`config.mk`:
```
export PLATFORM = sky130hd
export DESIGN_NAME = dcache_cpu_port
export DESIGN_NICKNAME = d
export VERILOG_FILES = /design/src/rtl/dcache_pkg.sv /design/src/rtl/dcache_cpu_port.sv
export SDC_FILE = /design/constraint.sdc
export NUM_CORES = 1
export LEC_CHECK = 0
export BUFFER_PORTS_ARGS = -buffer_cell sky130_fd_sc_hd__buf_2
export CORE_AREA = 2 2 160 123
export DETAILED_ROUTE_END_ITERATION = 6
export DIE_AREA = 0 0 162 125
export HOLD_SLACK_MARGIN = 0.12
export MAX_ROUTING_LAYER = met4
export PLACE_DENSITY = 0.58
export SETUP_SLACK_MARGIN = 0.1
export SKIP_LAST_GASP = 1
export SYNTH_ARGS = -nofsm -noshare
export SYNTH_HDL_FRONTEND = slang
export SYNTH_SLANG_ARGS = --single-unit
```
`constraint.sdc`:
```
create_clock -name clk -period 7.6 [get_ports clk]
set_clock_uncertainty 0.05 [all_clocks]
set_input_delay 2.28 -clock clk [delete_from_list [all_inputs] [get_ports clk]]
set_output_delay 2.28 -clock clk [all_outputs]
set_load 0.005 [all_outputs]
```
`src/rtl/dcache_pkg.sv`:
```
//////////////////////////////////////////////////
// data cache shared types
//////////////////////////////////////////////////
`default_nettype none

package dcache_pkg;

  localparam int ADDR_WIDTH   = 32;
  localparam int DATA_WIDTH   = 64;
  localparam int STRB_WIDTH   = DATA_WIDTH / 8;
  localparam int OFFSET_WIDTH = 3;  // byte within word

  typedef logic [ADDR_WIDTH-1:0] addr_t;
  typedef logic [DATA_WIDTH-1:0] data_t;
  typedef logic [STRB_WIDTH-1:0] strb_t;  // one bit per byte

  // controller sequence, hit path is IDLE LOOKUP DONE
  typedef enum logic [2:0] {
    IDLE,
    LOOKUP,
    EVICT,   // write back dirty victim
    REFILL,  // fetch line from memory
    WRITE,   // merge store after refill
    DONE
  } ctrl_state_e;

endpackage

`default_nettype wire
```
`src/rtl/dcache_cpu_port.sv`:
```
//////////////////////////////////////////////////
// cache cpu handshake port
//////////////////////////////////////////////////
`timescale 1ns/100ps
`default_nettype none

module dcache_cpu_port import dcache_pkg::*; (
  input  logic  clk,
  input  logic  rst,
  input  logic  cpu_req_i,
  input  logic  cpu_we_i,
  input  addr_t cpu_addr_i,
  input  strb_t cpu_strb_i,
  input  data_t cpu_wdata_i,
  input  logic  done_i,
  input  data_t rdata_i,
  output logic  cpu_ack_o,
  output data_t cpu_rdata_o,
  output logic  start_o,
  output logic  we_o,
  output addr_t addr_o,
  output strb_t strb_o,
  output data_t wdata_o
);

  typedef enum logic [1:0] {
    PH_IDLE,
    PH_BUSY,   // waiting on controller
    PH_ACKED   // waiting for req to drop
  } phase_e;

  phase_e phase_q;

  assign cpu_ack_o = (phase_q == PH_ACKED);

  always_ff @(posedge clk) begin
    if (rst) begin
      phase_q <= PH_IDLE;
      start_o <= 1'b0;
    end else begin
      start_o <= 1'b0;
      case (phase_q)
        PH_IDLE: if (cpu_req_i) begin
          start_o <= 1'b1;
          phase_q <= PH_BUSY;
        end
        PH_BUSY: if (done_i) phase_q <= PH_ACKED;
        PH_ACKED: if (!cpu_req_i) phase_q <= PH_IDLE;
        default: phase_q <= PH_IDLE;
      endcase
    end
  end

  // request held for the controller until the next one
  always_ff @(posedge clk) begin
    if ((phase_q == PH_IDLE) && cpu_req_i) begin
      we_o    <= cpu_we_i;
      addr_o  <= {cpu_addr_i[$bits(addr_t)-1:OFFSET_WIDTH], {OFFSET_WIDTH{1'b0}}};
      strb_o  <= cpu_strb_i;
      wdata_o <= cpu_wdata_i;
    end
    if (done_i) begin
      cpu_rdata_o <= rdata_i;  // stays until next done
    end
  end

endmodule

`default_nettype wire

```
# --- Yosys cells after proc, flatten, opt, wreduce, memory -nomap -nowiden ---
# Cells that the tools add are included.
# W data, S select, Z words.
op_classes:
  n_eq_ne: 5
  mux: 5
  bitwise: 1
  n_reduce_logical: 4
ops:
  columns: ["operator", "count"]
  rows:
  - ["$mux W2", 3]
  - ["$ne A2 B2 Y1 const B", 3]
  - ["$pmux W2 S3", 1]
  - ["$reduce_and A3 Y1", 1]
  - ["$eq A2 B1 Y1 const B", 1]
  - ["$eq A2 B2 Y1 const B", 1]
  - ["$logic_not A2 Y1", 1]
  - ["$reduce_or A2 Y1", 1]
  - ["$logic_and A1 B1 Y1", 1]
  - ["$mux W1", 1]
  - ["$not A1 Y1", 1]
totals:
  regBits: 169
  in_bits: 173
  output_inout_bits: 171
  wordCells: 22

# --- Longest topological paths before layout ---
logic_depth:
  depth_word: 3
  ltp_mapped: 2
  depth_no_buf: 2

# --- Least setup slack after synthesis ---
# Ideal clock, no wire load.
synth_timing:
  kind: "in2reg"
  start: "input port cpu_req_i"
  end: "register addr_o[10] (enable)"
  setup_ps: 564
  t_arrival_ps: 6848
  required_time_ps: 6986
  slack_ps: 139
  stages: 2
  path_buffers: 0
  path_cell_list: "or2b_2 > nor2_1"
synth_between:
  elab_chain_cells: 1
synth_rtl:
  columns: ["element", "line", "text"]
  rows:
  - ["start, declared", "dcache_cpu_port.sv:10", "input logic cpu_req_i,"]
  - ["$logic_and A1 B1 Y1", "dcache_cpu_port.sv:56", "if ((phase_q == PH_IDLE) && cpu_req_i) begin"]
  - ["end signal, assigned", "dcache_cpu_port.sv:58", "addr_o <= {cpu_addr_i[$bits(addr_t)-1:OFFSET_WIDTH], {OFFSET_WIDTH{1'b0}}};"]
  - ["end, declared", "dcache_cpu_port.sv:21", "output addr_t addr_o,"]
# Every way passes these cells.
# A chain may end at the register's enable or synchronous reset.

# --- Worst setup path in the final report ---
layout_timing:
  start: "input port cpu_req_i"
  end: "register wdata_o[8] (enable)"
layout_between:
  elab_chain_cells: 1
layout_rtl:
  columns: ["element", "line", "text"]
  rows:
  - ["$logic_and A1 B1 Y1", "dcache_cpu_port.sv:56", null]
  - ["end signal, assigned", "dcache_cpu_port.sv:60", "wdata_o <= cpu_wdata_i;"]
  - ["end, declared", "dcache_cpu_port.sv:23", "output data_t wdata_o"]
# Every way passes these cells.

==> results.toml <==
[cells_and_area]
finalInstanceArea_um2 = 7700
instances_no_fill = 807
areaGrowthSynthToFinish_pct = 49.9
layout_commonest_cell = "buf_2"
layout-drive-gt1-share = 0.675
fillCellCount = 1755
fin_nets = 713
mostFrequentLayoutCells = "337 x buf_2, 166 x edfxtp_1, 17 x clkbuf_16"

[global_routing]
grt_pass1_wl_mm = 18.4
grt_pass1_vias = 3391
grt_usage = 0.127
grt_max_degree = 73
overflow = 0
antenna_found_initial = 1

[placed_design]
hpwl_mm = 9.62
placedCellCount = 774
place_area_um2 = 7160
io_buffer_count = 337
finalWeightedCongestion = 0.793

[routing]
detail_route.iter0.violations = 231
vias_per_cell = 3.95
drt-total-wl_mm = 12.9
drc = 0
num_vias = 3187
wire_per_inst_um = 16.0
drtPass1Iterations = 4
ant_nets = 0

[floorplanning]
core-area_um2 = 18800
die_h_um = 125
dieArea_um2 = 20300
rows = 44
chipWidth_um = 162
start_util = 0.273
ios = 344

[setup_path]
cpMostUsedCell = "buf_4"
worstPathRequired_ns = 7.58
reg2reg_depth = 4
crit_chain = "buf_2 > or2b_2 > nor2_4 > buf_4 > buf_4"
r2r-start = "phase_q[0]$_SDFFE_PP0P_"
cpPeakStageDelay_ns = 0.75
critPathArrivalTime_ns = 4.02
reg2reg_slack_ns = 5.19
start_kind = "input pin"
crit_type = "input pin to flip-flop"
critPathSlowestCell = "buf_4"
critPathCaptureType = "flip-flop"
crit_fanout = 72
rr_endpoint = "wdata_o[8]$_DFFE_PP_"

[synthesis]
synthCells = 182
seq_area_frac_synth = 0.982
ys_seq_elements = 169
syn_avg_cell_area_um2 = 28.2
ys_types = 12
synth_warnings = 0
netlist_area_um2 = 5140

[cts]
clockBufferDepth = 2
cts_tree = "built"
cts_num_sinks = 169
clk_pin_slew_ns = 0.06
insertion_delay_ns = 0.41
postCtsHoldBufs = 0
cts_resized = 0
h-tree-depth = 4
cts-buffers-inserted = 17
ctsRootBufferMaster = "clkbuf_16"
cts_setup_buffers = 0

[outcome]
status = "completed"

[sta]
relSlewSlack = 0.373
hold_slack_ns = 0.477
tns_ns = 0
setup_viol = 0
drv_slew = 0
max_freq_ghz = 0.248
rsz0062_at_grt = "no"
fin_crit_sh = 0.531
post-route-min-period_ns = 4.04
tightest_slew_ns = 0.941
hold_viol_final = 0

[min_path]
hp-class = "flip-flop to flip-flop"
worstHoldStart = "phase_q[0]$_SDFFE_PP0P_"
worstHoldPathCells = 2
min_to = "phase_q[1]$_SDFFE_PP0P_"

[job]
cap_violations = 0

[power_and_ir_drop]
power_mw = 2.06
p_per_area_nw_per_um2 = 268
p_leak_nw = 3.26
ir_worst_vdd_mv = 0.121
## where the power goes
group / internal (mW) / switching, mW
Combinational: 0.0726 / 0.0749
Clock: 0.426 / 0.367
Sequential: 1.10 / 0.0169
Total: 1.60 / 0.459
## through the flow
| stage | setup slack [ns] | utilization |
|---|---|---|
| final | 3.56 | 0.409 |
| after floorplan | 0.139 | - |
| after detailed placement | 3.13 | 0.380 |
| after global placement | 3.24 | 0.380 |
| after global routing | 3.46 | 0.409 |
| after CTS | 3.58 | 0.409 |
## how the worst max path moves through the flow
stage / endpoint / start / depth (start not counted)
4_1_cts: wdata_o[43]$_DFFE_PP_ / cpu_req_i / 5
3_3_place_gp: wdata_o[63]$_DFFE_PP_ / cpu_req_i / 5
6_report: wdata_o[8]$_DFFE_PP_ / cpu_req_i / 5
5_1_grt: wdata_o[8]$_DFFE_PP_ / cpu_req_i / 5
3_5_place_dp: wdata_o[32]$_DFFE_PP_ / cpu_req_i / 5
2_1_floorplan: addr_o[10]$_DFFE_PP_ / cpu_req_i / 2
## synthesized netlist by cell type (all sizes together)
library cell | instances | area (um2)
a211oi | 1 | 12.5
a21oi | 1 | 5.00
and2b | 1 | 8.76
buf | 3 | 22.5
conb | 1 | 3.75
dfxtp | 3 | 60.1
edfxtp | 166 | 4980
nand3b | 2 | 15.0
nor2 | 1 | 3.75
nor3 | 1 | 5.00
or2b | 2 | 16.3
## per-layer routing
| metal | GRT usage | up-vias | wire (um) |
|---|---|---|---|
| met5 | - | - | 0 |
| met1 | 0.140 | 1532 | 4910 |
| met3 | 0.0634 | 11 | 1550 |
| met4 | 0.0453 | 0 | 159 |
| met2 | 0.200 | 199 | 6310 |
| li1 | - | 1445 | - |
## sequential cells by signal, summed over array words and instances, names as in the netlist
signal       cells
wdata_o         64
we_o             1
strb_o           8
start_o          1
addr_o          29
phase_q          2
cpu_rdata_o     64
## worst max-delay path, delay by kind of cell
kind / cells / cell delay [ns]
buffers and inverters: 3 / 1.20
AND/OR/NAND/NOR: 2 / 0.42
## layout make-up
type	count	area [um2]	share of cell area
sequential	169	5040	0.655
timing repair buffer	340	1710	0.222
clock buffer	18	429	0.0557
tap	253	317	0.0411
clock inverter	14	114	0.0148
multi-input combinational	12	85.1	0.0110
antenna	1	2.50	0.000325
## cells by family after synthesis
| logic type | Yosys count | synth area share |
|---|---|---|
| and+or+nand+nor | 7 | 0.00950 |
| DFF | 169 | 0.982 |
| AOI/OAI and AO/OA | 2 | 0.00341 |
| buffers and inverters | 3 | 0.00438 |
| other | 1 | 0.000730 |
Note: power is estimated with default switching activity, not from simulation.
