--- src/rtl/dcache_pkg.sv ---
//////////////////////////////////////////////////
// data cache shared types
//////////////////////////////////////////////////
`default_nettype none

package dcache_pkg;

  localparam int ADDR_WIDTH   = 32;
  localparam int DATA_WIDTH   = 64;
  localparam int STRB_WIDTH   = DATA_WIDTH / 8;
  localparam int OFFSET_WIDTH = 3;  // byte within word

  typedef logic [ADDR_WIDTH-1:0] addr_t;
  typedef logic [DATA_WIDTH-1:0] data_t;
  typedef logic [STRB_WIDTH-1:0] strb_t;  // one bit per byte

  // controller sequence, hit path is IDLE LOOKUP DONE
  typedef enum logic [2:0] {
    IDLE,
    LOOKUP,
    EVICT,   // write back dirty victim
    REFILL,  // fetch line from memory
    WRITE,   // merge store after refill
    DONE
  } ctrl_state_e;

endpackage

`default_nettype wire
--- src/rtl/dcache_ctrl.sv ---
//////////////////////////////////////////////////
// cache tags and miss control
//////////////////////////////////////////////////
`timescale 1ns/100ps
`default_nettype none

module dcache_ctrl import dcache_pkg::*; #(
  parameter int INDEX_WIDTH = 6
) (
  input  logic                   clk,
  input  logic                   rst,
  input  logic                   start_i,
  input  logic                   we_i,
  input  addr_t                  addr_i,
  input  strb_t                  strb_i,
  input  data_t                  wdata_i,
  input  data_t                  rd_word_i,
  input  logic                   cmd_done_i,
  input  data_t                  cmd_rdata_i,
  output logic                   done_o,
  output data_t                  rdata_o,
  output logic                   rd_en_o,
  output logic                   wr_en_o,
  output logic                   way_o,
  output logic [INDEX_WIDTH-1:0] index_o,
  output strb_t                  wr_mask_o,
  output data_t                  wr_data_o,
  output logic                   cmd_valid_o,
  output logic                   cmd_we_o,
  output addr_t                  cmd_addr_o,
  output data_t                  cmd_wdata_o
);

  localparam int SETS      = 1 << INDEX_WIDTH;
  localparam int TAG_WIDTH = $bits(addr_t) - INDEX_WIDTH - OFFSET_WIDTH;

  ctrl_state_e state_q;

  logic [TAG_WIDTH-1:0] tag_q [2][SETS];
  logic [SETS-1:0]      valid_q [2];
  logic [SETS-1:0]      dirty_q [2];
  logic [SETS-1:0]      lru_q;     // least recently used way per set
  logic                 way_q;     // way chosen in lookup
  logic                 sent_q;    // memory command in flight
  logic                 rd_hit_q;  // read hit, word comes from array

  logic [INDEX_WIDTH-1:0] idx;
  logic [TAG_WIDTH-1:0]   tag_in;
  logic                   hit0;
  logic                   hit1;
  logic                   hit;
  logic                   hit_way;
  logic                   victim;
  logic                   victim_dirty;
  logic                   sel_way;

  assign idx    = addr_i[OFFSET_WIDTH +: INDEX_WIDTH];
  assign tag_in = addr_i[$bits(addr_t)-1 -: TAG_WIDTH];

  assign hit0    = valid_q[0][idx] && (tag_q[0][idx] == tag_in);
  assign hit1    = valid_q[1][idx] && (tag_q[1][idx] == tag_in);
  assign hit     = hit0 | hit1;
  assign hit_way = ~hit0;

  // invalid ways first, way 0 before way 1, else lru
  assign victim       = !valid_q[0][idx] ? 1'b0 :
                        !valid_q[1][idx] ? 1'b1 : lru_q[idx];
  assign victim_dirty = valid_q[victim][idx] && dirty_q[victim][idx];
  assign sel_way      = hit ? hit_way : victim;

  // data array access
  assign way_o     = (state_q == LOOKUP) ? sel_way : way_q;
  assign index_o   = idx;
  assign rd_en_o   = (state_q == LOOKUP) && (hit ? !we_i : victim_dirty);
  assign wr_en_o   = ((state_q == LOOKUP) && hit && we_i) ||
                     ((state_q == REFILL) && cmd_done_i) ||
                     (state_q == WRITE);
  assign wr_mask_o = (state_q == REFILL) ? '1 : strb_i;  // refill writes whole word
  assign wr_data_o = (state_q == REFILL) ? cmd_rdata_i : wdata_i;

  // memory commands, victim word read during lookup
  assign cmd_valid_o = ((state_q == EVICT) || (state_q == REFILL)) && !sent_q;
  assign cmd_we_o    = (state_q == EVICT);
  assign cmd_addr_o  = (state_q == EVICT) ?
                       {tag_q[way_q][idx], idx, {OFFSET_WIDTH{1'b0}}} : addr_i;
  assign cmd_wdata_o = rd_word_i;

  always_ff @(posedge clk) begin
    if (rst) begin
      state_q <= IDLE;
      sent_q  <= 1'b0;
      done_o  <= 1'b0;
      lru_q   <= '0;
      valid_q <= '{default: '0};
      dirty_q <= '{default: '0};
    end else begin
      done_o <= 1'b0;
      if (cmd_valid_o) begin
        sent_q <= 1'b1;
      end
      if (cmd_done_i) begin
        sent_q <= 1'b0;
      end
      case (state_q)
        IDLE: if (start_i) state_q <= LOOKUP;
        LOOKUP: begin
          if (hit) begin
            lru_q[idx] <= ~hit_way;
            if (we_i) begin
              dirty_q[hit_way][idx] <= 1'b1;  // merged this cycle
            end
            state_q <= DONE;
          end else if (victim_dirty) begin
            state_q <= EVICT;
          end else begin
            state_q <= REFILL;
          end
        end
        EVICT: if (cmd_done_i) state_q <= REFILL;
        REFILL: if (cmd_done_i) begin
          valid_q[way_q][idx] <= 1'b1;
          dirty_q[way_q][idx] <= 1'b0;
          lru_q[idx]          <= ~way_q;
          state_q             <= we_i ? WRITE : DONE;
        end
        WRITE: begin
          dirty_q[way_q][idx] <= 1'b1;
          state_q             <= DONE;
        end
        DONE: begin
          done_o  <= 1'b1;
          state_q <= IDLE;
        end
        default: state_q <= IDLE;
      endcase
    end
  end

  always_ff @(posedge clk) begin
    if (state_q == LOOKUP) begin
      way_q    <= sel_way;
      rd_hit_q <= hit && !we_i;
    end
    if ((state_q == REFILL) && cmd_done_i) begin
      tag_q[way_q][idx] <= tag_in;
      rdata_o           <= cmd_rdata_i;  // miss returns the fetched word
    end
    if ((state_q == DONE) && rd_hit_q) begin
      rdata_o <= rd_word_i;
    end
  end

endmodule

`default_nettype wire

--- config.mk ---
export PLATFORM = sky130hd
export DESIGN_NAME = dcache_ctrl
export DESIGN_NICKNAME = d
export VERILOG_FILES = /design/src/rtl/dcache_pkg.sv /design/src/rtl/dcache_ctrl.sv
export SDC_FILE = /design/constraint.sdc
export NUM_CORES = 2
export LEC_CHECK = 0
export ABC_CLOCK_PERIOD_IN_PS = 6700
export BUFFER_PORTS_ARGS = -buffer_cell sky130_fd_sc_hd__buf_2
export CORE_ASPECT_RATIO = 1.75
export CORE_UTILIZATION = 30
export DETAILED_ROUTE_END_ITERATION = 7
export PLACE_DENSITY_LB_ADDON = 0.1
export SYNTH_ARGS = -nofsm -noshare
export SYNTH_HDL_FRONTEND = slang
export SYNTH_SLANG_ARGS = --single-unit
export TNS_END_PERCENT = 5
--- constraint.sdc ---
create_clock -name clk -period 6.7 [get_ports clk]
set_input_delay 1.005 -clock clk [delete_from_list [all_inputs] [get_ports clk]]
set_output_delay 1.005 -clock clk [all_outputs]
set_load 0.02 [all_outputs]
---- Yosys cells after proc, flatten, opt, wreduce, memory -nomap -nowiden ----
Memories as Yosys holds them, arrays and structs flattened. A register that Yosys moved wholly into a read port is not among the register bits.
Index checks and enable logic that the tools add are counted.
Widths: inputs -> output; s select.
word-level totals
  flip-flop bits (word level) ............. 391
  memories kept ........................... 1
  input bits .............................. 237
  logic and storage cells ................. 135
  output and inout port bits .............. 244
  RAM bits ................................ 2944
memories
  memory  words  width  read ports  clocked after memory_dff  write ports  line               source
  tag_q   2      1472   3           1                         1            dcache_ctrl.sv:39  logic [TAG_WIDTH-1:0] tag_q [2][SETS];
cells by class
  magnitude comparators ................... 9
  multiplexer cells ....................... 62
  bitwise logic cells ..................... 12
  reduce and logical (&&, ||, !) cells .... 28
  eq/ne operators ......................... 12
operators by type and width
  cell                number
  $mux 1472           1
  $mux 64             13
  $bmux 23 s6         3
  $mux 128            3
  $or 128x128->128    3
  $pmux 128 s3        1
  $mux 23             7
  $demux 23 s6        1
  $and 128x128->128   1
  $bwmux 64           2
  $demux 64 s1        2
  $not 128->128       1
  $pmux 64 s2         1
  $eq 23x23->1        2
  $mux 32             1
  $bmux 1 s6          5
  $mux 1              15
  $pmux 3 s5          1
  $logic_and 1x1->1   14
  $mux 3              4
  $ne 2x2->1 const B  5
  $mux 8              1
  $ge 7x7->1 const B  1
  $lt 6x7->1 const B  1
  21 further kinds    34

---- Longest topological paths before layout ----
  depth after elaboration ................. 16
  mapped depth ............................ 23
  gate-level depth less buffers ........... 13

---- Least setup slack after synthesis ----
OpenSTA, ideal clock, no wires.
  kind .................................... input to output
  from .................................... input addr_i[3]
  to ...................................... output cmd_addr_o[24]
  arrival ................................. 4952 ps
  path buffers ............................ 12
  required time ........................... 5695 ps
  stages on the path ...................... 17
  slack ................................... 743 ps
  path through ............................ buf_6 -> buf_6 -> buf_6 -> buf_4 -> buf_4 -> buf_2 -> buf_2 -> buf_2 -> buf_2 -> buf_2 -> buf_2 -> buf_2 -> mux4_2 -> a21oi_1 -> o21ai_0 -> a221oi_1 -> a41oi_1
on the way
  longest elaborated chain between the ends .. 5
ends and longest elaborated chain
  item                                        line               source
  start: declaration                          dcache_ctrl.sv:14  input addr_t addr_i,
  $not 6->7 (not written as such)             dcache_ctrl.sv:85  {tag_q[way_q][idx], idx, {OFFSET_WIDTH{1'b0}}} : addr_i;
  $bmux 23 s6                                 dcache_ctrl.sv:85
  $mux 23 (not written as such) (2 in a row)  dcache_ctrl.sv:85
  $mux 32                                     dcache_ctrl.sv:84  assign cmd_addr_o = (state_q == EVICT) ?
  end: declaration                            dcache_ctrl.sv:30  output addr_t cmd_addr_o,
No other way between the ends. The select of a mux whose other input is x is not followed.

---- Worst setup path in the final report ----
  from .................................... input addr_i[4]
  to ...................................... output rd_en_o
on the way
  longest elaborated chain between the ends .. 13
  elaborated cells between the ends (all ways) .. 34
  classes of those cells .................. eq/ne: 2; mux: 25; bitwise: 3; reduce/logical: 4
ends and longest elaborated chain
  item                                        line                                  source
  $bmux 1 s6 (on tied branches)               dcache_ctrl.sv:67, dcache_ctrl.sv:61
  $mux 1 (on tied branches)                   dcache_ctrl.sv:67, dcache_ctrl.sv:61
  $mux 1                                      dcache_ctrl.sv:67                     !valid_q[1][idx] ? 1'b1 : lru_q[idx];
  $mux 1                                      dcache_ctrl.sv:66                     assign victim = !valid_q[0][idx] ? 1'b0 :
  $not 1->2 (not written as such)             dcache_ctrl.sv:68                     assign victim_dirty = valid_q[victim][idx] && dirty_q[victim][idx];
  $mux 64 (not written as such) (3 in a row)  dcache_ctrl.sv:68
  $bmux 1 s6                                  dcache_ctrl.sv:68
  $mux 1 (not written as such)                dcache_ctrl.sv:68
  $logic_and 1x1->1                           dcache_ctrl.sv:68
  $mux 1 (*)                                  dcache_ctrl.sv:74                     assign rd_en_o = (state_q == LOOKUP) && (hit ? !we_i : victim_dirty);
  $logic_and 1x1->1 (*)                       dcache_ctrl.sv:74
  end: declaration                            dcache_ctrl.sv:22                     output logic rd_en_o,
Mark *: on every way between the ends. The rest lies on a longest branch, timed or not. The select of a mux whose other input is x is not followed.

==> flow_summary.json <==
{
  "area_growth_pct": 27.0,
  "clk_pin_slew_ns": 0.07,
  "drtIter0Drc": 16570,
  "dp_hpwl_um": 730000,
  "yosys_register_bits": 3335,
  "total_power_mw": 56.5,
  "crit_family": "simple AND/OR/NAND/NOR gates",
  "syn_area_per_cell_um2": 15.2,
  "worst_slack_ns": -0.522,
  "core_um2": 519000,
  "root_buffer": "clkbuf_16",
  "violations": "capacitance limit, slew limit, setup timing",
  "critPathCaptureType": "primary output",
  "cts_buffers": 344,
  "critPathSlowestCell": "nand4b_1",
  "swShare": 0.310,
  "cp-start-kind": "input pin",
  "peakVddDrop_v": 0.000217,
  "power.density_nw_per_um2": 284,
  "routabilityCongestion": 1.04,
  "die_w_um": 548,
  "synth_top_area_frac": 0.577,
  "grt_overflow": 0,
  "grt_first_pass_wirelength_um": 1250000,
  "seqPwrFrac": 0.402,
  "synth_ff_type": "edfxtp_1",
  "slew_viol_final": 23,
  "synth_top_cell_by_area": "edfxtp_1",
  "crit_arrival_ns": 6.22,
  "fin_hold_ws_ns": 0.240,
  "pwr-share-clk": 0.369,
  "synth.net_count": 10538,
  "place_ws_ns": -1.63,
  "synth_area_um2": 157000,
  "p_switching_mw": 17.5,
  "chipHeight_um": 958,
  "grt_max_degree": 122,
  "pin_count": 481,
  "period_needed_ns": 7.22,
  "drv_cap": 3,
  "start_util": 0.301,
  "cts_buffer_depth": 4,
  "h-tree-depth": 5,
  "path_cells": "buf_16 > buf_16 > nor2_4 > buf_12 > buf_4 > a22oi_1 > and3_4 > nor3_4 > buf_6 > nand4b_1 > xor2_2 > nor4_4 > nand4_1 > or4b_4 > nand2_4 > a41oi_4 > nand4_1 > buf_4 > a21oi_4 > buf_6",
  "drive_above_1_share": 0.362,
  "wire_per_inst_um": 50.7,
  "hold_class": "in -> reg",
  "cpPeakStageDelay_ns": 0.68,
  "num_vias": 121654,
  "die_area_um2": 525000,
  "finalHoldViolCount": 0,
  "critical_path_class": "in -> out",
  "tightest_slew_ns": 1.77,
  "clk_latency_ns": 1.09,
  "cp.required_ns": 5.69,
  "synth_warnings": 0,
  "p_leak_nw": 67.9,
  "cts_sinks": 3335,
  "vias_per_cell": 6.19,
  "antenna_found_initial": 158,
  "combPwrFrac": 0.228,
  "holdBufCountCts": 0,
  "rsz0062_at_grt": "yes",
  "utilization": 0.383,
  "port_buffers": 480,
  "path_buf_inv": 7,
  "drc": 0,
  "ys_top_cells_by_area": "edfxtp_1 (58%), mux4_2 (11%), mux2i_1 (7.5%)",
  "nFillCells": 48855,
  "async_flop_share": 0,
  "drtPass1Iterations": 8,
  "status": "complete, but fails checks",
  "p_int_mw": 39.0,
  "nets": 12535,
  "fin_setup_tns_ns": -1.96,
  "worst_clock_skew_ns": 0.101,
  "max_slew_margin": -0.177,
  "row_count": 350,
  "fmax_mhz": 138,
  "grt_pass1_vias": 117760,
  "synth_edf_count": 3009,
  "synthDistinctLibCells": 94,
  "gr-usage-all-layers": 0.368,
  "ant_nets": 0,
  "critical_path.max_fanout": 10,
  "finalCritPeriodShare": 1.08,
  "drt_wl_total_um": 996000,
  "cts_tree": "yes",
  "ys_seq_area_frac": 0.619,
  "synth_cells": 10301,
  "setup_violations": 11
}
-- power by group through the flow --
stage | Sequential, mW | Clock, mW | Combinational, mW
final | 22.7 | 20.9 | 12.9
after floorplan | 23.2 | 0 | 5.81
after global routing | 22.7 | 21.7 | 12.9
after CTS | 22.7 | 21.0 | 12.4
after global placement | 23.3 | 0 | 12.1
after detailed placement | 23.3 | 0 | 12.1
-- area by class of cell --
| type | instances | area, um^2 | area share |
|---|---|---|---|
| Tap cell | 6864 | 8590 | 0.0432 |
| Inverter | 138 | 541 | 0.00272 |
| Sequential cell | 3335 | 96900 | 0.487 |
| Clock inverter | 203 | 2550 | 0.0128 |
| Timing Repair Buffer | 2593 | 23900 | 0.120 |
| Antenna cell | 195 | 488 | 0.00245 |
| Multi-Input combinational cell | 5886 | 56700 | 0.285 |
| Clock buffer | 431 | 9180 | 0.0462 |
-- worst register-to-register path, delay by kind of cell (launching register included) --
family | cells | cell delay (ns)
AOI/OAI and AO/OA | 4 | 0.70
DFF | 1 | 0.44
xor gates and xnor gates | 1 | 0.41
and+or+nand+nor | 6 | 2.12
buffers and inverters | 6 | 0.96
muxes | 2 | 0.78
-- cell usage in the layout (no fill, tap or decap), drive strengths merged, types with 18 or more instances in the layout --
master,count
bufinv,45
a211oi,54
nand4,22
a221o,77
nand2,539
nand2b,84
a221oi,248
o211ai,22
buf,2577
nor3,71
o21ai,163
dfxtp,326
diode,195
a2111oi,28
a21oi,249
xor2,18
mux2i,1176
a22oi,291
o22ai,418
nand3,154
o2bb2ai,34
a22o,66
a222oi,21
clkinv,129
nor2,615
clkbuf,445
mux2,300
o221ai,35
a31oi,37
nor4,39
inv,152
mux4,737
xnor2,27
or3,19
o32ai,129
o22a,19
edfxtp,3009
-- metrics by stage --
step	instances	instance area [um^2]
after floorplan	10301	157000
after CTS	19341	196000
after global placement	18669	183000
after global routing	19561	199000
final	19645	199000
after detailed placement	18677	183000
-- worst paths after layout --
check / depth (start not counted) / startpoint / end / slack, ns
worst min-delay path: 2 / cmd_rdata_i[46] / rdata_o[46]$_DFFE_PP_ / 0.24
worst max register to register: 19 / tag_q[0][1106]$_DFFE_PP_ / dirty_q[80]$_SDFFE_PP0P_ / 1.16
worst max-delay path: 20 / addr_i[4] / rd_en_o / -0.52
worst min register to register: 2 / dirty_q[54]$_SDFFE_PP0P_ / dirty_q[54]$_SDFFE_PP0P_ / 0.47
-- kinds of logic (layout without fill, tap and decap cells) --
logic type	after synthesis	after routing	share of synthesized area
other cells	0	195	0
flops	3335	3335	0.619
xor+xnor	45	45	0.00252
buf+inv	1080	3365	0.0354
compound gates	1983	1983	0.0920
simple gates	1645	1645	0.0484
mux	2213	2213	0.203
-- cell usage after synthesis (all sizes together) (21+ instances only) --
library cell / n
o32ai: 129
buf: 561
a221o: 77
o22ai: 418
nor4: 39
o21ai: 163
nand2b: 84
nand3: 154
o211ai: 22
a22o: 66
a21oi: 249
mux2: 300
nor2: 615
o221ai: 35
clkbuf: 381
a211oi: 54
nor3: 71
mux2i: 1176
xnor2: 27
a2111oi: 28
nand4: 22
a22oi: 291
mux4: 737
inv: 136
a221oi: 248
o2bb2ai: 34
a31oi: 37
dfxtp: 326
nand2: 539
edfxtp: 3009
a222oi: 21
-- per-layer routing --
metal,vias to the layer above,part of all wire,global-route usage
met5,-,0.00031,0
met4,48,0.12,0.365
met3,2510,0.080,0.0738
met2,8432,0.47,0.600
met1,64607,0.33,0.395
li1,46057,-,-
-- registers in the layout (all words and copies together) (netlist names) --
name / count
sent_q: 1
dirty_q: 128
rdata_o: 64
way_q: 1
lru_q: 64
tag_q: 2944
state_q: 3
rd_hit_q: 1
done_o: 1
valid_q: 128
-- repair_timing --
action,CTS,global route
buffers inserted,28,103
resized for setup,175,159
endpoints found under the setup margin,18,8
gates cloned,4,13
pin swaps,31,54
(Power assumes the default switching activity.)
