`config.mk`:
```
export PLATFORM = sky130hd
export DESIGN_NAME = dcache_mem_port
export DESIGN_NICKNAME = d
export VERILOG_FILES = /design/src/rtl/dcache_pkg.sv /design/src/rtl/dcache_mem_port.sv
export SDC_FILE = /design/constraint.sdc
export NUM_CORES = 1
export LEC_CHECK = 0
export BUFFER_PORTS_ARGS = -buffer_cell sky130_fd_sc_hd__buf_2
export CAP_MARGIN = 30
export CORE_AREA = 3 3 125 127
export CTS_BUF_LIST = sky130_fd_sc_hd__clkbuf_4
export CTS_CLUSTER_SIZE = 25
export DETAILED_ROUTE_END_ITERATION = 10
export DIE_AREA = 0 0 128 130
export HOLD_SLACK_MARGIN = 0.08
export PLACE_DENSITY = 0.72
export SLEW_MARGIN = 20
export SYNTH_ARGS = -nofsm -noshare
export SYNTH_HDL_FRONTEND = slang
export SYNTH_SLANG_ARGS = --single-unit
```
`constraint.sdc`:
```
create_clock -name clk -period 16.22 [get_ports clk]
set_clock_uncertainty 0.15 [all_clocks]
set_input_delay 3.244 -clock clk [delete_from_list [all_inputs] [get_ports clk]]
set_output_delay 3.244 -clock clk [all_outputs]
set_load 0.03 [all_outputs]
```
`src/rtl/dcache_pkg.sv`:
```
//////////////////////////////////////////////////
// data cache shared types
//////////////////////////////////////////////////
`default_nettype none

package dcache_pkg;

  localparam int ADDR_WIDTH   = 32;
  localparam int DATA_WIDTH   = 64;
  localparam int STRB_WIDTH   = DATA_WIDTH / 8;
  localparam int OFFSET_WIDTH = 3;  // byte within word

  typedef logic [ADDR_WIDTH-1:0] addr_t;
  typedef logic [DATA_WIDTH-1:0] data_t;
  typedef logic [STRB_WIDTH-1:0] strb_t;  // one bit per byte

  // controller sequence, hit path is IDLE LOOKUP DONE
  typedef enum logic [2:0] {
    IDLE,
    LOOKUP,
    EVICT,   // write back dirty victim
    REFILL,  // fetch line from memory
    WRITE,   // merge store after refill
    DONE
  } ctrl_state_e;

endpackage

`default_nettype wire
```
`src/rtl/dcache_mem_port.sv`:
```
//////////////////////////////////////////////////
// cache memory handshake port
//////////////////////////////////////////////////
`timescale 1ns/100ps
`default_nettype none

module dcache_mem_port import dcache_pkg::*; (
  input  logic  clk,
  input  logic  rst,
  input  logic  cmd_valid_i,
  input  logic  cmd_we_i,
  input  addr_t cmd_addr_i,
  input  data_t cmd_wdata_i,
  input  logic  mem_ack_i,
  input  data_t mem_rdata_i,
  output logic  cmd_done_o,
  output data_t cmd_rdata_o,
  output logic  mem_req_o,
  output logic  mem_we_o,
  output addr_t mem_addr_o,
  output data_t mem_wdata_o
);

  typedef enum logic [1:0] {
    MP_IDLE,
    MP_REQ,      // req high, waiting for ack
    MP_RELEASE   // req dropped, waiting for ack low
  } mem_phase_e;

  mem_phase_e phase_q;

  assign mem_req_o = (phase_q == MP_REQ);

  always_ff @(posedge clk) begin
    if (rst) begin
      phase_q    <= MP_IDLE;
      cmd_done_o <= 1'b0;
    end else begin
      cmd_done_o <= 1'b0;
      case (phase_q)
        MP_IDLE: if (cmd_valid_i) phase_q <= MP_REQ;
        MP_REQ: if (mem_ack_i) phase_q <= MP_RELEASE;
        MP_RELEASE: if (!mem_ack_i) begin
          cmd_done_o <= 1'b1;
          phase_q    <= MP_IDLE;
        end
        default: phase_q <= MP_IDLE;
      endcase
    end
  end

  always_ff @(posedge clk) begin
    if ((phase_q == MP_IDLE) && cmd_valid_i) begin
      mem_we_o    <= cmd_we_i;
      mem_addr_o  <= cmd_addr_i;
      mem_wdata_o <= cmd_wdata_i;
    end
    if ((phase_q == MP_REQ) && mem_ack_i) begin
      cmd_rdata_o <= mem_rdata_i;  // read data valid with ack
    end
  end

endmodule

`default_nettype wire

```
# == Word-level counts from Yosys, hierarchy flattened ==
# Index checks and enable logic that the tools add are counted.
# totals
regBits,164
output_inout_bits,163
word_cells,22
# op_classes
n_eq_ne,5
mux,5
bitwise_logic,1
reduce_logical,5
# op_table
operator,count
2-bit two-way mux,3
"2-bit inequality test, second input constant",3
2-bit one-hot mux with 3 select lines,1
3-bit AND reduction,1
"2-bit by 1-bit equality test with 1-bit output, second input constant",1
"2-bit equality test, second input constant",1
1-bit logical AND,2
2-bit logical NOT,1
2-bit OR reduction,1
1-bit two-way mux,1
1-bit inverter,1

# == Longest topological paths before layout ==
# Gate-level depths: netlist (run 1).
# logic_depth
word_depth,3
ltp_mapped,2
depth_no_buf,2

# == Least setup slack after synthesis (run 1) ==
# OpenSTA, ideal clock, no wires.
# synth_timing
path_type,input port to flip-flop
start,input port cmd_valid_i
end,"register mem_addr_o[0], enable pin"
arrival_ns,10.207
required_ns,15.379
slack_ns,5.172
path_stages,1
n_path_buf,0
cell_sequence,nor3b_1
# synth_between
elab_chain_cells,1
# synth_lines
element,line_no,rtl
"start, declared",dcache_mem_port.sv:10,"input logic cmd_valid_i,"
1-bit logical AND,dcache_mem_port.sv:53,if ((phase_q == MP_IDLE) && cmd_valid_i) begin
"end signal, assigned",dcache_mem_port.sv:55,mem_addr_o <= cmd_addr_i;
"end, declared",dcache_mem_port.sv:20,"output addr_t mem_addr_o,"
# Every way passes these cells.
# A chain may end at the register's enable or synchronous reset.

# == Final worst setup path (run 1) ==
# layout_timing
start,register phase_q[0]
end,output port mem_req_o
# layout_between
elab_chain_cells,1
# layout_lines
element,line_no,rtl
"start, declared",dcache_mem_port.sv:30,mem_phase_e phase_q;
"start signal, assigned",dcache_mem_port.sv:36,phase_q <= MP_IDLE;
"start signal, assigned",dcache_mem_port.sv:41,MP_IDLE: if (cmd_valid_i) phase_q <= MP_REQ;
"start signal, assigned",dcache_mem_port.sv:42,MP_REQ: if (mem_ack_i) phase_q <= MP_RELEASE;
2-bit by 1-bit equality test with 1-bit output,dcache_mem_port.sv:32,assign mem_req_o = (phase_q == MP_REQ);
"end, declared",dcache_mem_port.sv:18,"output logic mem_req_o,"
# Every way passes these cells.

==> results of run 1 <==
registers in the layout, indices dropped and copies added (netlist names):
register,count
cmd_done_o,1
cmd_rdata_o,64
mem_wdata_o,64
mem_we_o,1
phase_q,2
mem_addr_o,32
cell usage in the layout (no fill, tap or decap):
| cell | count |
|---|---|
| clkinvlp_4 | 3 |
| diode_2 | 3 |
| buf_4 | 3 |
| and2_2 | 1 |
| clkbuf_4 | 17 |
| inv_6 | 5 |
| nor3b_2 | 2 |
| dfxtp_1 | 3 |
| nand2b_1 | 2 |
| clkinv_2 | 2 |
| nor4b_1 | 1 |
| nor2b_1 | 1 |
| edfxtp_1 | 161 |
| xnor2_1 | 1 |
| buf_2 | 327 |
| bufinv_16 | 1 |
| clkinv_4 | 2 |
| inv_8 | 2 |
| a211oi_2 | 1 |
| buf_16 | 1 |
stage by stage:
stage                     cells  cell area [um2]  hold slack [ps]  setup slack (ps)  power (uW)
after CTS                   719             7140              410             11340         840
after floorplan             173             4970              326              5170         569
after detailed placement    687             6870              395             11060         611
after global placement      687             6870              363             11120         607
after global routing        723             7170              427             11280         869
final                       723             7170              406             11410         828
area by class of cell:
type,count,share of cell area
clock inverters,15,0.0204
clock buffers,17,0.0178
well taps,184,0.0321
multi-input cells,9,0.0113
diodes,3,0.00105
flip-flops and latches,164,0.682
repair buffers,331,0.235
per-layer routing:
| metal | vias to the layer above | GRT usage | routed length [um] |
|---|---|---|---|
| met3 | 21 | 0.0712 | 1570 |
| li1 | 1407 | - | - |
| met1 | 1431 | 0.150 | 4170 |
| met5 | - | 0 | 9 |
| met4 | 2 | 0.0749 | 251 |
| met2 | 210 | 0.233 | 6270 |
logic make-up (layout without fill, tap and decap cells):
group | Yosys count | after routing | share of synthesized area
xor+xnor | 1 | 1 | 0.00176
compound gates | 1 | 1 | 0.00252
flops | 164 | 164 | 0.985
simple gates | 7 | 7 | 0.0108
buf+inv | 0 | 363 | 0
other cells | 0 | 3 | 0
worst register-to-register path, delay by kind of cell, from the launching register on:
kind                   cells  cell delay (ps)
and+or+nand+nor            1              190
DFF                        1              400
buffers and inverters      3              900
power groups by stage:
stage	Sequential, uW	Combinational, uW	Clock [uW]
after CTS	500	101	239
final	499	101	228
after global routing	502	107	260
after detailed placement	510	101	0
after global placement	509	98.7	0
after floorplan	559	9.81	0
worst paths after layout:
kind         depth (start not counted)                         to               startpoint
min                                  1    phase_q[0]$_SDFFE_PP0P_  phase_q[1]$_SDFFE_PP0P_
max reg2reg                          4  mem_wdata_o[13]$_DFFE_PP_  phase_q[0]$_SDFFE_PP0P_
max                                  2                  mem_req_o  phase_q[0]$_SDFFE_PP0P_
min reg2reg                          1    phase_q[0]$_SDFFE_PP0P_  phase_q[1]$_SDFFE_PP0P_
==> impl_metrics.yaml, run 1 <==
worst_setup_path:
  path_cells: "nor2b_1 > buf_2"
  worstSetupStartpointType: "flip-flop"
  path_max_fanout: 6
  cp-end-kind: "primary output"
  crit_path_max_incr_delay_ps: 470
  cpLargestDelayFamily: "flip-flops"
  critPathSlowestCell: "dfxtp_1"
  cp.arrival_ps: 1420
  required_ps: 12830
  critical_path_class: "flip-flop to primary output"
  path_buf_inv: 1
  timing.reg2reg.setup_slack_ps: 14210
global_routing:
  grt_pass1_wl_mm: 17.2
  overflow: 0
  grt_usage: 0.142
  grt_pass1_vias: 3235
  grt_max_degree: 86
  antenna_found_initial: 4
die:
  num_io_pins: 328
  die_area_um2: 16600
  die_w_um: 128
  core_area_um2: 14500
  dieHeight_um: 130
  initial_core_util: 0.342
  fp-row-count: 44
final_layout:
  n_fill_cell: 1245
  multi_input_area_um2: 81.3
  post-route-util: 0.494
  layout.nets: 688
  register_area_um2: 4890
  layout-drive-gt1-share: 0.685
  area_growth_pct: 44.4
synth:
  avgSynthCellArea_um2: 28.7
  syn_inst: 173
  syn_area_um2: 4970
  yosysUniqueCellTypes: 10
  synthArstFlopShare: 0
  synthTopCellsByCount: "edfxtp_1, dfxtp_1, nand2b_1"
  yosysTopAreaCell: "edfxtp_1"
  syn-num-nets: 338
  synth_top_area_frac: 0.973
  ys_top_cells_by_area: "edfxtp_1, dfxtp_1, a211oi_2, nand2b_1, nor3b_2"
  synth_edf_count: 161
  yosysMostFrequentCell: "edfxtp_1"
  ys_seq_elements: 164
  ys_seq_area_frac: 0.985
  ys.flop_type: "edfxtp_1"
  ys_warn_count: 0
clock_network:
  clockBufferDepth: 2
  cts_hold_buf: 0
  cts_resized: 0
  post-cts-setup-buffers: 0
  clkLatencyLatePin_ps: 530
  cts.htree.levels: 4
  root_buffer: "clkbuf_4"
  cts_sinks: 164
  cts_made_buffers: 17
  cts_tree: "done"
  clkTransAtPathRegs_ps: 140
detailed_routing:
  drt_first_pass_iters: 4
  drc: 0
  drt_iter0_drc: 185
  wl_per_cell_um: 17.0
  routed_wirelength_mm: 12.3
  ant_nets: 0
  vias: 3071
  vias_per_cell: 4.25
timing:
  period_minus_slack_ps: 4810
  setup_violations: 0
  hold_viol: 0
  tns_ps: 0
  finalMaxSlewViolations: 0
  worstMarginPinSlew_ps: 777
  grt_setup_unrepaired: "false"
  fmax_ghz: 0.208
  relSlewSlack: 0.482
  fin_crit_sh: 0.296
placement:
  dp_hpwl_mm: 9.60
  io_buffers: 327
  place_congestion: 0.742
power_and_ir_drop:
  peakVddDrop_mv: 0.0626
  p_clk_frac: 0.276
  power.leakage_uw: 0.00302
  switching_share: 0.271
  power_switching_uw: 224
  powerDensity_nw_per_um2: 115
  seq_power_share: 0.603
  comb_power_share: 0.121
  p_int_uw: 604
job:
  drv_cap: 0
min_path:
  min_path_type: "flip-flop to flip-flop"
run_status:
  outcome: "finished clean"
Power figures use the tool's default switching activity.
==> run 2, diff against run 1 <==
Clock period 16.22 ns to 4.45 ns, I/O delays scaled along.
==> impl_metrics.yaml, run 2 (synthesis results as in run 1) <==
die:
  core_area_um2: 14500
  die_w_um: 128
  fp-row-count: 44
  die_area_um2: 16600
  initial_core_util: 0.342
  num_io_pins: 328
  dieHeight_um: 130
power_and_ir_drop:
  peakVddDrop_mv: 0.319
  seq_power_share: 0.588
  comb_power_share: 0.117
  p_int_uw: 2320
  switching_share: 0.251
  p_clk_frac: 0.294
  power.leakage_uw: 0.00303
  power_switching_uw: 779
  powerDensity_nw_per_um2: 431
placement:
  dp_hpwl_mm: 9.91
  place_congestion: 0.755
  io_buffers: 327
  pre_cts_ws_ps: 1820
clock_network:
  root_buffer: "clkbuf_4"
  cts_tree: "done"
  cts_made_buffers: 17
  post-cts-setup-buffers: 0
  clkTransAtPathRegs_ps: 130
  cts_sinks: 164
  cts_hold_buf: 0
  clkLatencyLatePin_ps: 510
  cts_resized: 0
  cts.htree.levels: 4
  clockBufferDepth: 2
global_routing:
  grt_pass1_wl_mm: 17.4
  antenna_found_initial: 1
  overflow: 0
  grt_max_degree: 93
  grt_pass1_vias: 3241
  grt_usage: 0.144
detailed_routing:
  drc: 0
  drt_first_pass_iters: 4
  ant_nets: 0
  vias_per_cell: 4.32
  wl_per_cell_um: 17.5
  drt_iter0_drc: 166
  routed_wirelength_mm: 12.6
  vias: 3105
run_status:
  outcome: "finished clean"
timing:
  hold_viol: 0
  setup_slack_ps: 2000
  fin_crit_sh: 0.549
  setup_violations: 0
  grt_setup_unrepaired: "false"
  finalMaxSlewViolations: 0
  fmax_ghz: 0.409
  worstMarginPinSlew_ps: 903
  period_minus_slack_ps: 2450
  tns_ps: 0
  relSlewSlack: 0.398
final_layout:
  top_regs: "cmd_rdata_o x64, mem_wdata_o x64, mem_addr_o x32"
  diodes: 0
  mostFrequentLayoutCells: "buf_2, edfxtp_1, clkbuf_4"
  area_growth_pct: 44.7
  layout-drive-gt1-share: 0.684
  layout_commonest_cell: "buf_2"
  layout.nets: 687
worst_setup_path:
  cpLargestDelayFamily: "flip-flops"
  critPathSlowestCell: "dfxtp_1"
  required_ps: 3410
  path_buf_inv: 1
  worstSetupStartpointType: "flip-flop"
  path_max_fanout: 6
  crit_path_max_incr_delay_ps: 480
  cp.arrival_ps: 1410
  cp-end-kind: "primary output"
  critical_path_class: "flip-flop to primary output"
  path_cells: "nor2b_1 > buf_2"
job:
  drv_cap: 0
min_path:
  min_path_type: "input pin to flip-flop"
==> run 2: cell types whose count changed in the layout (fill, tap and decap cells not counted), moves of 2 or more <==
cell,before,now
inv_8,2,0
inv_6,5,2
diode_2,3,0
bufinv_16,1,3
clkbuf_4,17,20
==> run 2: metal layers <==
metal | global-route usage | wire, um | up-vias
li1 | - | - | 1400
met1 | 0.159 | 4410 | 1467
met2 | 0.237 | 6260 | 224
met3 | 0.0831 | 1750 | 12
met4 | 0.0449 | 158 | 2
met5 | 0 | 7 | -
==> run 2: layout make-up <==
class	instances	area [um2]
Sequential cell	164	4890
Clock inverter	12	155
Fill cell	1258	7340
Tap cell	184	230
Multi-Input combinational cell	9	87.6
Clock buffer	20	150
Timing Repair Buffer	330	1670
==> run 2: worst paths after layout <==
path,end,from,depth (start not counted),slack [ps]
worst max register to register,cmd_rdata_o[12]$_DFFE_PP_,phase_q[0]$_SDFFE_PP0P_,3,2170
worst min-delay path,mem_addr_o[20]$_DFFE_PP_,cmd_addr_i[20],1,380
worst min register to register,phase_q[0]$_SDFFE_PP0P_,phase_q[1]$_SDFFE_PP0P_,1,430
worst max-delay path,mem_req_o,phase_q[0]$_SDFFE_PP0P_,2,2000
==> run 2: per-stage QoR <==
stage	power (uW)	util	cells	area (um2)	hold slack, ps
after floorplan	2060	-	173	4980	374
after global placement	2220	0.474	687	6880	394
after detailed placement	2230	0.474	687	6880	413
after CTS	3140	0.495	719	7190	308
after global routing	3240	0.495	719	7190	278
final	3100	0.495	719	7190	382
==> run 2: worst register-to-register path: stages, from the launching register on <==
cell,delay [ps]
dfxtp_1,480
nor2b_1,190
and2_2,760
buf_4,400
==> run 2: power by group through the flow <==
| stage | clock [uW] | combinational (uW) | sequential [uW] |
|---|---|---|---|
| floorplan | 0 | 36.8 | 2030 |
| global placement | 0 | 364 | 1850 |
| detailed placement | 0 | 370 | 1860 |
| CTS | 949 | 370 | 1820 |
| global route | 1020 | 386 | 1830 |
| finish | 912 | 364 | 1820 |
==> run 3, diff against run 2 <==
Settings changed: ABC_AREA from default to 1.
Clock period 4.45 ns to 2.4 ns, I/O delays scaled along.
==> impl_metrics.yaml, run 3 <==
run_status:
  outcome: "did not finish"
  stop_stage: "clock tree synthesis (4_1_cts)"
  error_line: "[ERROR RSZ-0060] Max buffer count reached."
placement:
  place_congestion: 0.770
  dp_hpwl_mm: 10.4
  dpl-instance-area_um2: 6990
  place_inst: 702
  io_buffers: 327
die:
  die_w_um: 128
  fp-row-count: 44
  initial_core_util: 0.342
  num_io_pins: 328
  dieHeight_um: 130
synth:
  syn_inst: 182
  yosysTopAreaCell: "edfxtp_1"
  ys.flop_type: "edfxtp_1"
  ys_top_cells_by_area: "edfxtp_1, dfxtp_1, nand2_1, nor2_1, inv_1"
  synth_top_area_frac: 0.973
  syn-num-nets: 347
  avgSynthCellArea_um2: 27.3
  synthArstFlopShare: 0
  synthTopCellsByCount: "edfxtp_1, nand2_1, nor2_1, dfxtp_1, inv_1"
  ys_seq_elements: 164
  synth_edf_count: 161
  yosysUniqueCellTypes: 10
  ys_seq_area_frac: 0.985
  syn_area_um2: 4970
  yosysMostFrequentCell: "edfxtp_1"
  ys_warn_count: 0
clock_network:
  cts_resized: 0
  post-cts-setup-buffers: 0
  cts_sinks: 164
  root_buffer: "clkbuf_4"
  cts_hold_buf: 148
  clockBufferDepth: 2
  cts.htree.levels: 4
  cts_made_buffers: 17
## run 3: cell types whose count changed after synthesis, sizes merged, moves of 2 or more
| cell | previous run | this run |
|---|---|---|
| nand2 | 0 | 7 |
| nor2 | 0 | 5 |
| nand2b | 2 | 0 |
| inv | 0 | 3 |
| nor3b | 2 | 0 |
## run 3: kinds of logic after synthesis
group / synth area share
AOI/OAI and AO/OA: 0.00101
buffers and inverters: 0.00227
DFF: 0.985
and+or+nand+nor: 0.0116
## run 3: per-stage QoR
step	util	hold slack (ps)	worst slack, ps
detailed placement	0.481	391	478
floorplan	-	353	-129
global placement	0.481	369	497
==> run 4, diff against run 3 <==
Settings changed: CORE_AREA 3 3 125 127 to default, CORE_MARGIN from default to 3, CORE_UTILIZATION from default to 31, CTS_BUF_LIST sky130_fd_sc_hd__clkbuf_4 to default, CTS_CLUSTER_SIZE 25 to default, DIE_AREA 0 0 128 130 to default, HOLD_SLACK_MARGIN 0.08 to default, PLACE_DENSITY 0.72 to default, PLACE_DENSITY_LB_ADDON from default to 0.15.
==> impl_metrics.yaml, run 4 <==
job:
  drv_cap: 0
worst_setup_path:
  crit_path_max_incr_delay_ps: 450
  cpLargestDelayFamily: "flip-flops"
  path_buf_inv: 2
  path_cells: "inv_2 > nor2_2 > buf_2"
  worstSetupStartpointType: "flip-flop"
  required_ps: 1770
  critPathSlowestCell: "dfxtp_1"
  cp.arrival_ps: 1240
  timing.reg2reg.setup_slack_ps: 760
  cp-end-kind: "primary output"
  critical_path_class: "flip-flop to primary output"
  path_max_fanout: 5
power_and_ir_drop:
  p_int_uw: 5080
  power.leakage_uw: 0.00318
  seq_power_share: 0.510
  powerDensity_nw_per_um2: 881
  switching_share: 0.236
  power_switching_uw: 1570
  peakVddDrop_mv: 0.419
  p_clk_frac: 0.379
  finalPower_uw: 6650
  comb_power_share: 0.111
synth:
  ys_top_cells_by_area: "edfxtp_1, dfxtp_1, nand2_1, nor2_1, inv_1"
  ys_warn_count: 0
  avgSynthCellArea_um2: 27.3
  syn_inst: 182
  synth_edf_count: 161
  syn_area_um2: 4970
  ys_seq_elements: 164
  ys_seq_area_frac: 0.985
  syn-num-nets: 347
  synthTopCellsByCount: "edfxtp_1, nand2_1, nor2_1, dfxtp_1, inv_1"
  synth_top_area_frac: 0.973
  synthArstFlopShare: 0
  ys.flop_type: "edfxtp_1"
  yosysTopAreaCell: "edfxtp_1"
  yosysMostFrequentCell: "edfxtp_1"
  yosysUniqueCellTypes: 10
clock_network:
  cts_tree: "done"
  cts_resized: 0
  post-cts-setup-buffers: 0
  cts_hold_buf: 0
  clockBufferDepth: 2
  clkLatencyLatePin_ps: 410
  cts.htree.levels: 4
  cts_sinks: 164
  root_buffer: "clkbuf_16"
  clkTransAtPathRegs_ps: 60
  cts_made_buffers: 17
placement:
  io_buffers: 327
  dp_hpwl_mm: 10.4
  place_inst: 726
  place_congestion: 0.753
detailed_routing:
  vias: 3116
  drc: 0
  routed_wirelength_mm: 13.3
  drt_iter0_drc: 115
  wl_per_cell_um: 17.6
  ant_nets: 0
  drt_first_pass_iters: 4
  vias_per_cell: 4.12
global_routing:
  grt_pass1_vias: 3395
  overflow: 0
  grt_max_degree: 65
  grt_usage: 0.153
  antenna_found_initial: 2
  grt_pass1_wl_mm: 19.5
final_layout:
  layout-drive-gt1-share: 0.673
  layout.nets: 699
  area_growth_pct: 51.8
  register_area_um2: 4900
  top_regs: "cmd_rdata_o x64, mem_wdata_o x64, mem_addr_o x32"
  finalNonFillerCells: 756
  diodes: 0
  n_fill_cell: 1378
  post-route-util: 0.489
  mostFrequentLayoutCells: "buf_2, edfxtp_1, clkbuf_16"
  layout_commonest_cell: "buf_2"
  multi_input_area_um2: 93.8
die:
  num_io_pins: 328
  core_area_um2: 15400
  die_w_um: 133
  die_area_um2: 17600
  dieHeight_um: 133
  initial_core_util: 0.322
  fp-row-count: 45
timing:
  tns_ps: 0
  finalMaxSlewViolations: 0
  grt_setup_unrepaired: "false"
  fin_crit_sh: 0.779
  relSlewSlack: 0.682
  hold_viol: 0
  worstMarginPinSlew_ps: 476
  fmax_ghz: 0.535
  setup_violations: 0
  whs_ps: 85.9
  period_minus_slack_ps: 1870
min_path:
  min_path_type: "input pin to flip-flop"
run_status:
  outcome: "finished clean"
## run 4: cell families (layout without fill, tap and decap cells)
family          after synthesis  in the layout  synth area share
flops                       164            164             0.985
simple gates                 14             14            0.0116
buf+inv                       3            366           0.00227
compound gates                1              1           0.00101
## run 4: layer usage
metal	part of all wire	track usage	wire length, um
met1	0.34	0.154	4590
met2	0.49	0.246	6480
met3	0.14	0.0989	1920
met4	0.024	0.0722	324
met5	0.0020	0	26
## run 4: path summary, 6_finish.rpt
kind	startpoint	to	cells past startpoint
hold reg to reg	phase_q[1]$_SDFFE_PP0P_	cmd_done_o$_SDFF_PP0_	2
setup / recovery	phase_q[0]$_SDFFE_PP0P_	mem_req_o	3
hold / removal	mem_rdata_i[21]	cmd_rdata_o[21]$_DFFE_PP_	1
setup reg to reg	phase_q[1]$_SDFFE_PP0P_	mem_wdata_o[3]$_DFFE_PP_	4
## run 4: cell type report
cell class                 count  area share
sequential                   164       0.649
timing repair buffer         333       0.230
clock buffer                  18      0.0569
tap                          211      0.0350
clock inverter                12      0.0154
multi-input combinational     15      0.0124
inverter                       3     0.00149
## run 4: power by group through the flow
stage | logic (uW) | registers, uW | clock network, uW
final | 736 | 3390 | 2520
after global routing | 782 | 3400 | 2730
after CTS | 748 | 3390 | 2610
after detailed placement | 748 | 3450 | 0
after global placement | 742 | 3450 | 0
after floorplan | 75.5 | 3780 | 0
## run 4: through the flow
stage / setup WS, ps / cell area (um2)
2_1_floorplan: -129 / 5000
3_5_place_dp: 572 / 7000
5_1_grt: 436 / 7540
4_1_cts: 500 / 7540
6_report: 529 / 7540
3_3_place_gp: 559 / 7000
